**config.mk**
```make
export PLATFORM = sky130hd
export DESIGN_NAME = decodeTop
export DESIGN_NICKNAME = d
export VERILOG_FILES = /design/src/hw/rvDecodePkg.sv /design/src/hw/fetchUnit.sv /design/src/hw/mainDecoder.sv /design/src/hw/aluDecoder.sv /design/src/hw/immGen.sv /design/src/hw/decodeStage.sv /design/src/hw/idExRegister.sv /design/src/hw/decodeTop.sv
export VERILOG_INCLUDE_DIRS = /design/src /design/src/include
export SDC_FILE = /design/constraint.sdc
export NUM_CORES = 1
export LEC_CHECK = 0
export CAP_MARGIN = 15
export CORE_MARGIN = 2
export CORE_UTILIZATION = 60
export DETAILED_ROUTE_END_ITERATION = 6
export DONT_BUFFER_PORTS = 1
export MAX_ROUTING_LAYER = met4
export PLACE_DENSITY = 0.81
export SLEW_MARGIN = 15
export SYNTH_ARGS = -nofsm -noshare
export SYNTH_HDL_FRONTEND = slang
export SYNTH_HIERARCHICAL = 1
export SYNTH_SLANG_ARGS = --single-unit
```
**constraint.sdc**
```tcl
create_clock -name clk -period 6.1 [get_ports clk]
set_input_delay 0.915 -clock clk [delete_from_list [all_inputs] [get_ports clk]]
set_output_delay 0.915 -clock clk [all_outputs]
set_load 0.005 [all_outputs]
```
**src/include/rv_settings.svh**
```systemverilog
`ifndef RV_SETTINGS_SVH
`define RV_SETTINGS_SVH

// Data path width in bits.
`define XLEN 32

// Address of the first fetch after reset.
`define RESET_PC 0

// Byte distance between two sequential instructions.
`define PC_STEP 4

`endif

```
**src/hw/rvDecodePkg.sv**
```systemverilog
`include "rv_settings.svh"

package rvDecodePkg;

    typedef logic [31:0]       instrWord;
    typedef logic [`XLEN-1:0]  dataWord;
    typedef logic [4:0]        regIdx;

    // One-hot byte count of a memory access.
    typedef logic [2:0] memSize;
    localparam memSize SIZE_NONE = 3'b000;
    localparam memSize SIZE_BYTE = 3'b001;
    localparam memSize SIZE_HALF = 3'b010;
    localparam memSize SIZE_WORD = 3'b100;

    typedef logic [2:0] aluCtrl;
    localparam aluCtrl ALU_ADD = 3'b000;
    localparam aluCtrl ALU_SUB = 3'b001;
    localparam aluCtrl ALU_SLL = 3'b010;
    localparam aluCtrl ALU_SLT = 3'b011;
    localparam aluCtrl ALU_XOR = 3'b100;
    localparam aluCtrl ALU_SRL = 3'b101;
    localparam aluCtrl ALU_OR  = 3'b110;
    localparam aluCtrl ALU_AND = 3'b111;

    typedef enum logic [3:0] {
        UNDEFINED, R_TYPE, ADDI, SLLI, L_TYPE, LUI, S_TYPE, B_TYPE, JAL, JALR
    } instrClass;

    typedef struct packed {
        logic     valid;
        dataWord  pc;
        instrWord instr;
    } fetchBundle;

    typedef struct packed {
        logic       regWrite;
        logic [1:0] resultSrc;
        logic       aluSrc;
        logic       branch;
        logic       jump;
        logic       jalr;
        logic       lui;
        logic       memWrite;
        aluCtrl     aluControl;
        memSize     regSize;
        memSize     dmemSize;
        logic       loadSigned;
    } ctrlBundle;

    // No effects, but the data memory side still sees a word access.
    localparam ctrlBundle CTRL_BUBBLE = '{dmemSize: SIZE_WORD, default: '0};

    typedef struct packed {
        logic      valid;
        dataWord   pc;
        regIdx     rs1;
        regIdx     rs2;
        regIdx     rd;
        dataWord   imm;
        ctrlBundle ctrl;
    } decodeBundle;

endpackage

```
**src/hw/fetchUnit.sv**
```systemverilog
`include "rv_settings.svh"

module fetchUnit import rvDecodePkg::*; (
    input  logic       clk,
    input  logic       reset,
    input  logic       stall,
    input  logic       redirect,
    input  dataWord    redirectPc,
    output dataWord    imemAddr,
    input  instrWord   imemData,
    output fetchBundle fetchOut
);

    dataWord  pcQ;
    logic     validQ;
    dataWord  ifPcQ;
    instrWord ifInstrQ;

    // Program counter. Redirect has priority over stall.
    always_ff @(posedge clk) begin
        if (reset) begin
            pcQ <= dataWord'(`RESET_PC);
        end else if (redirect) begin
            pcQ <= redirectPc;
        end else if (!stall) begin
            pcQ <= pcQ + dataWord'(`PC_STEP);
        end
    end

    // IF/ID valid bit.
    always_ff @(posedge clk) begin
        if (reset || redirect) begin
            validQ <= 1'b0;
        end else if (!stall) begin
            validQ <= 1'b1;
        end
    end

    // IF/ID payload, held while stalled.
    always_ff @(posedge clk) begin
        if (!stall) begin
            ifPcQ    <= pcQ;
            ifInstrQ <= imemData;
        end
    end

    assign imemAddr = pcQ;

    assign fetchOut = '{valid: validQ, pc: ifPcQ, instr: ifInstrQ};

endmodule

```
**src/hw/mainDecoder.sv**
```systemverilog
module mainDecoder import rvDecodePkg::*; (
    input  logic [2:0] funct3,
    input  logic [6:0] opcode,
    output ctrlBundle  ctrl,
    output logic [1:0] aluOp,
    output logic [2:0] immSrc
);

    instrClass cls;

    // Opcode classification.
    always_comb begin
        case (opcode)
            7'b0110011: cls = R_TYPE;
            // Every nonzero funct3 falls into the shift class.
            7'b0010011: cls = (funct3 == 3'b000) ? ADDI : SLLI;
            7'b0000011: cls = L_TYPE;
            7'b0110111: cls = LUI;
            7'b0100011: cls = S_TYPE;
            7'b1100011: cls = B_TYPE;
            7'b1101111: cls = JAL;
            7'b1100111: cls = JALR;
            default:    cls = UNDEFINED;
        endcase
    end

    // Main control fields.
    always_comb begin
        ctrl = CTRL_BUBBLE;
        ctrl.regWrite = cls inside {R_TYPE, ADDI, SLLI, L_TYPE, LUI, JAL, JALR};
        case (cls)
            L_TYPE:    ctrl.resultSrc = 2'b01;
            JAL, JALR: ctrl.resultSrc = 2'b10;
            default:   ctrl.resultSrc = 2'b00;
        endcase
        ctrl.aluSrc   = cls inside {ADDI, SLLI, L_TYPE, LUI, S_TYPE};
        ctrl.branch   = (cls == B_TYPE);
        ctrl.jump     = cls inside {JAL, JALR};
        ctrl.jalr     = (cls == JALR);
        ctrl.lui      = (cls == LUI);
        ctrl.memWrite = (cls == S_TYPE);
        // Filled in later by the ALU decoder.
        ctrl.aluControl = ALU_ADD;

        // Access sizes.
        ctrl.regSize    = SIZE_NONE;
        ctrl.dmemSize   = SIZE_WORD;
        ctrl.loadSigned = 1'b0;
        if (cls == L_TYPE) begin
            case (funct3)
                3'b010:         ctrl.dmemSize = SIZE_WORD;
                3'b001, 3'b101: ctrl.dmemSize = SIZE_HALF;
                3'b000, 3'b100: ctrl.dmemSize = SIZE_BYTE;
                default:        ctrl.dmemSize = SIZE_WORD;
            endcase
            ctrl.loadSigned = (funct3 == 3'b000) || (funct3 == 3'b001);
        end else if (cls == S_TYPE) begin
            case (funct3)
                3'b010:  ctrl.regSize = SIZE_WORD;
                3'b001:  ctrl.regSize = SIZE_HALF;
                3'b000:  ctrl.regSize = SIZE_BYTE;
                default: ctrl.regSize = SIZE_NONE;
            endcase
        end
    end

    // Immediate format select. Jalr uses the I format.
    always_comb begin
        case (cls)
            LUI:     immSrc = 3'b001;
            S_TYPE:  immSrc = 3'b010;
            B_TYPE:  immSrc = 3'b011;
            JAL:     immSrc = 3'b100;
            default: immSrc = 3'b000;
        endcase
    end

    // Hint to the ALU decoder.
    always_comb begin
        case (cls)
            L_TYPE, S_TYPE: aluOp = 2'b00;
            B_TYPE:         aluOp = 2'b01;
            default:        aluOp = 2'b10;
        endcase
    end

endmodule

```
**src/hw/aluDecoder.sv**
```systemverilog
module aluDecoder import rvDecodePkg::*; (
    input  logic [1:0] aluOp,
    input  logic [2:0] funct3,
    input  logic       funct7b5,
    input  logic       opb5,
    output aluCtrl     aluControl
);

    logic isSub;

    // Only register-register forms can subtract.
    assign isSub = funct7b5 && opb5;

    always_comb begin
        case (aluOp)
            2'b00: aluControl = ALU_ADD;
            // Branch compare.
            2'b01: aluControl = ALU_SUB;
            2'b10: begin
                case (funct3)
                    3'b000:  aluControl = isSub ? ALU_SUB : ALU_ADD;
                    3'b001:  aluControl = ALU_SLL;
                    3'b010:  aluControl = ALU_SLT;
                    3'b100:  aluControl = ALU_XOR;
                    3'b101:  aluControl = ALU_SRL;
                    3'b110:  aluControl = ALU_OR;
                    3'b111:  aluControl = ALU_AND;
                    default: aluControl = ALU_ADD;
                endcase
            end
            default: aluControl = ALU_ADD;
        endcase
    end

endmodule

```
**src/hw/immGen.sv**
```systemverilog
module immGen import rvDecodePkg::*; (
    input  instrWord   instr,
    input  logic [2:0] immSrc,
    output dataWord    imm
);

    // The signed casts extend bit 31 of the instruction over the upper bits.
    always_comb begin
        case (immSrc)
            3'b001: imm = dataWord'($signed({instr[31:12], 12'b0}));
            3'b010: imm = dataWord'($signed({instr[31:25], instr[11:7]}));
            3'b011: begin
                imm = dataWord'($signed({instr[31], instr[7], instr[30:25],
                                         instr[11:8], 1'b0}));
            end
            3'b100: begin
                imm = dataWord'($signed({instr[31], instr[19:12], instr[20],
                                         instr[30:21], 1'b0}));
            end
            // I format.
            default: imm = dataWord'($signed(instr[31:20]));
        endcase
    end

endmodule

```
**src/hw/decodeStage.sv**
```systemverilog
module decodeStage import rvDecodePkg::*; (
    input  fetchBundle  fetchIn,
    output decodeBundle decodeOut
);

    ctrlBundle  mainCtrl;
    logic [1:0] aluOp;
    logic [2:0] immSrc;
    aluCtrl     aluControl;
    dataWord    imm;

    mainDecoder mainDec0 (
        .funct3 (fetchIn.instr[14:12]),
        .opcode (fetchIn.instr[6:0]),
        .ctrl   (mainCtrl),
        .aluOp  (aluOp),
        .immSrc (immSrc)
    );

    aluDecoder aluDec0 (
        .aluOp      (aluOp),
        .funct3     (fetchIn.instr[14:12]),
        .funct7b5   (fetchIn.instr[30]),
        .opb5       (fetchIn.instr[5]),
        .aluControl (aluControl)
    );

    immGen immGen0 (
        .instr  (fetchIn.instr),
        .immSrc (immSrc),
        .imm    (imm)
    );

    always_comb begin
        decodeOut.valid = fetchIn.valid;
        decodeOut.pc    = fetchIn.pc;
        decodeOut.rs1   = regIdx'(fetchIn.instr[19:15]);
        decodeOut.rs2   = regIdx'(fetchIn.instr[24:20]);
        decodeOut.rd    = regIdx'(fetchIn.instr[11:7]);
        decodeOut.imm   = imm;
        decodeOut.ctrl  = mainCtrl;
        decodeOut.ctrl.aluControl = aluControl;
        // An empty IF/ID slot must not reach execute with any effect.
        if (!fetchIn.valid) begin
            decodeOut.ctrl = CTRL_BUBBLE;
        end
    end

endmodule

```
**src/hw/idExRegister.sv**
```systemverilog
module idExRegister import rvDecodePkg::*; (
    input  logic        clk,
    input  logic        reset,
    input  logic        stall,
    input  logic        redirect,
    input  decodeBundle decodeIn,
    output decodeBundle exBundle
);

    logic      validQ;
    ctrlBundle ctrlQ;
    dataWord   pcQ;
    regIdx     rs1Q;
    regIdx     rs2Q;
    regIdx     rdQ;
    dataWord   immQ;

    // Bubble on reset, stall or redirect.
    always_ff @(posedge clk) begin
        if (reset || stall || redirect) begin
            validQ <= 1'b0;
            ctrlQ  <= CTRL_BUBBLE;
        end else begin
            validQ <= decodeIn.valid;
            ctrlQ  <= decodeIn.ctrl;
        end
    end

    always_ff @(posedge clk) begin
        pcQ  <= decodeIn.pc;
        rs1Q <= decodeIn.rs1;
        rs2Q <= decodeIn.rs2;
        rdQ  <= decodeIn.rd;
        immQ <= decodeIn.imm;
    end

    assign exBundle = '{
        valid: validQ,
        pc:    pcQ,
        rs1:   rs1Q,
        rs2:   rs2Q,
        rd:    rdQ,
        imm:   immQ,
        ctrl:  ctrlQ
    };

endmodule

```
**src/hw/decodeTop.sv**
```systemverilog
module decodeTop import rvDecodePkg::*; (
    input  logic        clk,
    input  logic        reset,
    input  logic        stall,
    input  logic        redirect,
    input  dataWord     redirectPc,
    output dataWord     imemAddr,
    input  instrWord    imemData,
    output decodeBundle exBundle
);

    fetchBundle  ifId;
    decodeBundle idDecoded;

    fetchUnit fetch0 (
        .clk        (clk),
        .reset      (reset),
        .stall      (stall),
        .redirect   (redirect),
        .redirectPc (redirectPc),
        .imemAddr   (imemAddr),
        .imemData   (imemData),
        .fetchOut   (ifId)
    );

    decodeStage decode0 (
        .fetchIn   (ifId),
        .decodeOut (idDecoded)
    );

    idExRegister idEx0 (
        .clk      (clk),
        .reset    (reset),
        .stall    (stall),
        .redirect (redirect),
        .decodeIn (idDecoded),
        .exBundle (exBundle)
    );

endmodule

```
* After elaboration in Yosys (flattened, before gate mapping)
Index checks and enable logic that the tools add are counted.
** Storage, ports and cells
- Bits in registers :: 196
- Input bits :: 68
- Logic and storage cells :: 85
** Operators by class
- $add $sub $neg :: 1
- Equal/unequal tests :: 30
- Multiplexer cells :: 13
- Bitwise logic cells :: 3
- Reduce and logical (&&, ||, !) cells :: 16
** Operators with widths (count)
- 31-bit one-hot mux with 4 select lines :: 1
- 32-bit 2-to-1 mux :: 2
- 32-bit by 3-bit adder with 32-bit output, second input constant :: 1
- 4-bit one-hot mux with 8 select lines :: 1
- 7-bit by 6-bit == test with 1-bit output, second input constant :: 3
- 7-bit == test, second input constant :: 3
- 3-bit one-hot mux with 7 select lines :: 1
- 4-bit by 3-bit == test with 1-bit output, second input constant :: 4
- 3-bit == test, second input constant :: 5
- 3-bit one-hot mux with 2 select lines :: 2
- 3-bit one-hot mux with 4 select lines :: 1
- 2-bit OR reduction :: 5
- 3-bit by 2-bit == test with 1-bit output, second input constant :: 3
- 3-bit one-hot mux with 3 select lines :: 1
- 4-bit by 2-bit == test with 1-bit output, second input constant :: 2
- 4-bit == test, second input constant :: 2
- 2-bit one-hot mux with 2 select lines :: 2
- 7-bit by 2-bit == test with 1-bit output, second input constant :: 1
- 7-bit by 5-bit == test with 1-bit output, second input constant :: 1
- 7-bit nonzero test :: 1
- 3-bit by 1-bit == test with 1-bit output, second input constant :: 2
- 5-bit nonzero test :: 1
- 4-bit by 1-bit == test with 1-bit output, second input constant :: 1
- 1-bit logical OR :: 4
- other kinds (10) :: 13

* Longest topological paths before layout
- Word-level depth :: 8
- Depth in mapped cells :: 11
- Mapped depth without buffers :: 9

* Cells and area by module
Netlist, hierarchy kept.
** By module, submodules not included
- fetchUnit :: times used 1, cells each 300, area an instance 3791.1 µm², sequential area each 2582.5 µm²
- idExRegister :: times used 1, cells each 126, area an instance 2304.7 µm², sequential area each 1981.9 µm²
- decodeStage :: times used 1, cells each 68, area an instance 508.0 µm², sequential area each 0.0 µm²
- immGen :: times used 1, cells each 56, area an instance 409.1 µm², sequential area each 0.0 µm²
- mainDecoder :: times used 1, cells each 45, area an instance 285.3 µm², sequential area each 0.0 µm²
- aluDecoder :: times used 1, cells each 15, area an instance 103.8 µm², sequential area each 0.0 µm²

* Worst setup path before layout
OpenSTA, ideal clock, no wires.
- Kind :: input-to-reg
- Start :: in stall
- End :: reg fetch0.pcQ[7] (netlist: fetch0/imemAddr[7])
- Data arrival time :: 3.100 ns
- Required time :: 6.009 ns
- Slack :: 2.909 ns
- Stages on the path :: 4
- Buffers on the path :: 0
- Cell sequence :: inv_1 nand4_1 or3_1 a311oi_1
** On the way
- Longest elaborated chain between the ends :: 1
** RTL lines
- from (decl) :: RTL line decodeTop.sv:4 : input logic stall,
- 2-bit by 1-bit inequality test with 1-bit output (no source line)
- to (signal assigned) :: RTL line fetchUnit.sv:22 : pcQ <= dataWord'(`RESET_PC);
- to (signal assigned) :: RTL line fetchUnit.sv:24 : pcQ <= redirectPc;
- to (signal assigned) :: RTL line fetchUnit.sv:26 : pcQ <= pcQ + dataWord'(`PC_STEP);
- to (decl) :: RTL line fetchUnit.sv:14 : dataWord pcQ;
No other way between the ends.
A chain may end at the register's enable or synchronous reset.

* Worst setup path in the final report
- Start :: reg fetch0.ifInstrQ[4]
- End :: reg idEx0.ctrlQ, in the netlist idEx0/exBundle[7]
** On the way
- Longest elaborated chain between the ends :: 7
** RTL lines
- from (decl) :: RTL line fetchUnit.sv:17 : instrWord ifInstrQ;
- from (signal assigned) :: RTL line fetchUnit.sv:43 : ifInstrQ <= imemData;
- 7-bit == test (tied with other cells) :: RTL line mainDecoder.sv:13 : case (opcode)
- 4-bit one-hot mux with 8 select lines (*) :: RTL line mainDecoder.sv:13
- 4-bit by 3-bit == test with 1-bit output :: RTL line mainDecoder.sv:80 : case (cls)
- 2-bit OR reduction :: RTL line mainDecoder.sv:80
- 2-bit one-hot mux with 2 select lines (*) :: RTL line mainDecoder.sv:80
- named net decode0.aluOp[0] :: RTL line decodeStage.sv:7 : logic [1:0] aluOp;
- 2-bit == test / 2-bit by 1-bit == test with 1-bit output (equally long branches) :: RTL line aluDecoder.sv:15 : case (aluOp)
- 3-bit one-hot mux with 2 select lines (*) :: RTL line aluDecoder.sv:15
- named net decode0.aluControl[0] :: RTL line decodeStage.sv:9 : aluCtrl aluControl;
- to (signal assigned) :: RTL line idExRegister.sv:25 : ctrlQ <= decodeIn.ctrl;
- to (decl) :: RTL line idExRegister.sv:11 : ctrlBundle ctrlQ;
Mark *: on every way through the listed nets, which the timed path passes. The rest lies on a longest branch.

==> reports/metrics.cfg <==
[worst_setup_path]
cp_cell_sequence = or2_0, nor4_1, inv_1, ha_1, nand2b_4, or4_1, o221ai_1, and2_2, nor4b_2
max_stage_delay_ns = 0.51
r2r-end = idEx0/exBundle[7]
critical_path_class = reg2reg
worstSetupStartpointType = flip-flop
r2r_start = fetch0/ifInstrQ[4]
reg2reg_slack_ns = 3.10
crit_buf_inv = 1
worst_path_max_delay_cell = nor4_1
cp_max_fo = 9
crit_required_ns = 6.43
critical-path-top-delay-family = simple AND/OR/NAND/NOR gates
end_kind = flip-flop
reg2reg_depth = 9
cp.arrival_ns = 3.33

[cells_and_area]
synthToLayoutAreaGrowth_pct = 3.43
final_core_util = 0.635
fin_nets = 620
antenna-diode-count = 0
layout-drive-gt1-share = 0.132
stdcell_area_um2 = 7630
fillers = 913

[timing]
period_share = 0.492
min_period_ns = 3.00
setup-tns-final_ns = 0
drv_slew = 0
hold_viol = 0
fin_ws_ns = 3.10
worst_pin_slew_ns = 1.03
slew_headroom = 0.307
setup_viol = 0
rsz0062_at_grt = no
fin_skew_ns = 0.00553
fmax_mhz = 333

[synthesis]
syn-num-nets = 677
avgSynthCellArea_um2 = 12.2
synthCells = 606
syn_area_um2 = 7380
yosys_warnings = 6

[run_status]
status = complete, no violations

[clocking]
clock-sinks = 196
cts_setup_buffers = 0
numCtsBuffers = 17
holdBufCountCts = 0
clk_latency_ns = 0.42
clk_pin_slew_ns = 0.06
cts-root-buf = clkbuf_16
cts.path.max_buffers = 2
cts_tree = built
htreeDepth = 4
cts-resized-gates = 0

[global_routing]
overflow = 0
grt_pass1_vias = 3986
track_usage = 0.221
grt_antenna_before_repair = 0
grt_first_pass_wirelength_um = 21600
grt_max_degree = 60

[place]
portBuffers = 0
gp_congestion = 0.837
hpwl_um = 9920
place_ws_ns = 3.18
placed_area_um2 = 7020

[die]
fp.dieH_um = 115
core_area_um2 = 12000
io_pins = 199
chipWidth_um = 115
initial_utilization = 0.614
dieArea_um2 = 13200
num_rows = 40

[drt]
drcViolationCount = 0
initialDrtViolationCount = 356
ant_nets = 0
vias = 4336
wl_per_cell_um = 20.4
first_pass_iters = 5
drt_wl_total_um = 14500
via_per_inst = 6.12

[power]
p_seq_frac = 0.553
peakVddDrop_mv = 0.210
combinationalPowerShare = 0.032
clockPowerShare = 0.414
p_int_mw = 2.17
p_leak_nw = 2.81
powerDensity_nw_per_um2 = 360
switchingPower_mw = 0.571
sw_frac_of_total = 0.208

[job]
max_cap_violations = 0

[worst_hold_path]
hold_path_depth = 0
min_path_type = reg2reg
min_from = fetch0/ifPcQ[27]
whs_endpoint = idEx0/pcQ[27]

==> sequential cells by signal, indices dropped and copies added, names as in the netlist <==
| name | flops |
|---|---|
| idEx0/rdQ | 5 |
| idEx0/rs2Q | 5 |
| fetch0/validQ | 1 |
| idEx0/immQ | 32 |
| idEx0/exBundle | 19 |
| idEx0/validQ | 1 |
| fetch0/imemAddr | 32 |
| idEx0/pcQ | 32 |
| fetch0/ifPcQ | 32 |
| idEx0/rs1Q | 5 |
| fetch0/ifInstrQ | 32 |
==> layer usage <==
layer / vias up / track usage / wire length, um
li1: 2007 / - / -
met1: 2081 / 0.265 / 5780
met2: 230 / 0.342 / 7090
met3: 18 / 0.0870 / 1440
met4: 0 / 0.0747 / 179
met5: - / - / 0
==> area by class of cell <==
cell class	instances	area, um2	area share
flip-flops and latches	196	4560	0.598
multi-input cells	302	2130	0.280
clock buffers	23	489	0.0641
well taps	147	184	0.0241
clock inverters	9	123	0.0161
inverters	28	105	0.0138
repair buffers	4	30.0	0.00394
==> layout by cell type, fill, tap and decap left out, types with 10 or more instances in the layout <==
cell       count
a211oi_1      14
a21o_1        15
a21oi_1       12
and2_2        14
clkbuf_16     18
dfxtp_1      132
edfxtp_1      64
inv_1         27
nand2_1       19
nand3_1       17
nor2_1        32
nor3_1        13
nor4_1        18
nor4b_1       10
xnor2_1       10
==> metrics by stage <==
stage,std cells,hold slack (ns),total power [mW]
detailed placement,677,0.327,1.64
floorplan,606,0.416,1.64
global placement,677,0.325,1.63
CTS,709,0.341,2.76
global route,709,0.348,2.84
finish,709,0.341,2.74
==> worst reg2reg max path, stage by stage (launching register included) <==
cell      delay, ns
edfxtp_1       0.49
or2_0          0.40
nor4_1         0.51
inv_1          0.13
ha_1           0.35
nand2b_4       0.16
or4_1          0.46
o221ai_1       0.08
and2_2         0.15
nor4b_2        0.19
==> worst max-delay path by stage <==
stage	from	end	depth (start not counted)
6_report	fetch0/ifInstrQ[4]	idEx0/exBundle[7]	9
5_1_grt	fetch0/ifInstrQ[4]	idEx0/exBundle[7]	9
4_1_cts	fetch0/ifInstrQ[4]	idEx0/exBundle[7]	9
3_5_place_dp	stall	fetch0/imemAddr[7]	5
3_3_place_gp	stall	fetch0/imemAddr[7]	5
2_1_floorplan	stall	fetch0/imemAddr[7]	4
==> power by group through the flow <==
| stage | clock, mW | sequential, mW | combinational, mW |
|---|---|---|---|
| 3_5_place_dp | 0 | 1.55 | 0.0888 |
| 3_3_place_gp | 0 | 1.54 | 0.0835 |
| 6_report | 1.14 | 1.52 | 0.0888 |
| 2_1_floorplan | 0 | 1.52 | 0.124 |
| 4_1_cts | 1.15 | 1.52 | 0.0895 |
| 5_1_grt | 1.21 | 1.53 | 0.0994 |
No activity file was read; power rests on OpenSTA's default activity.
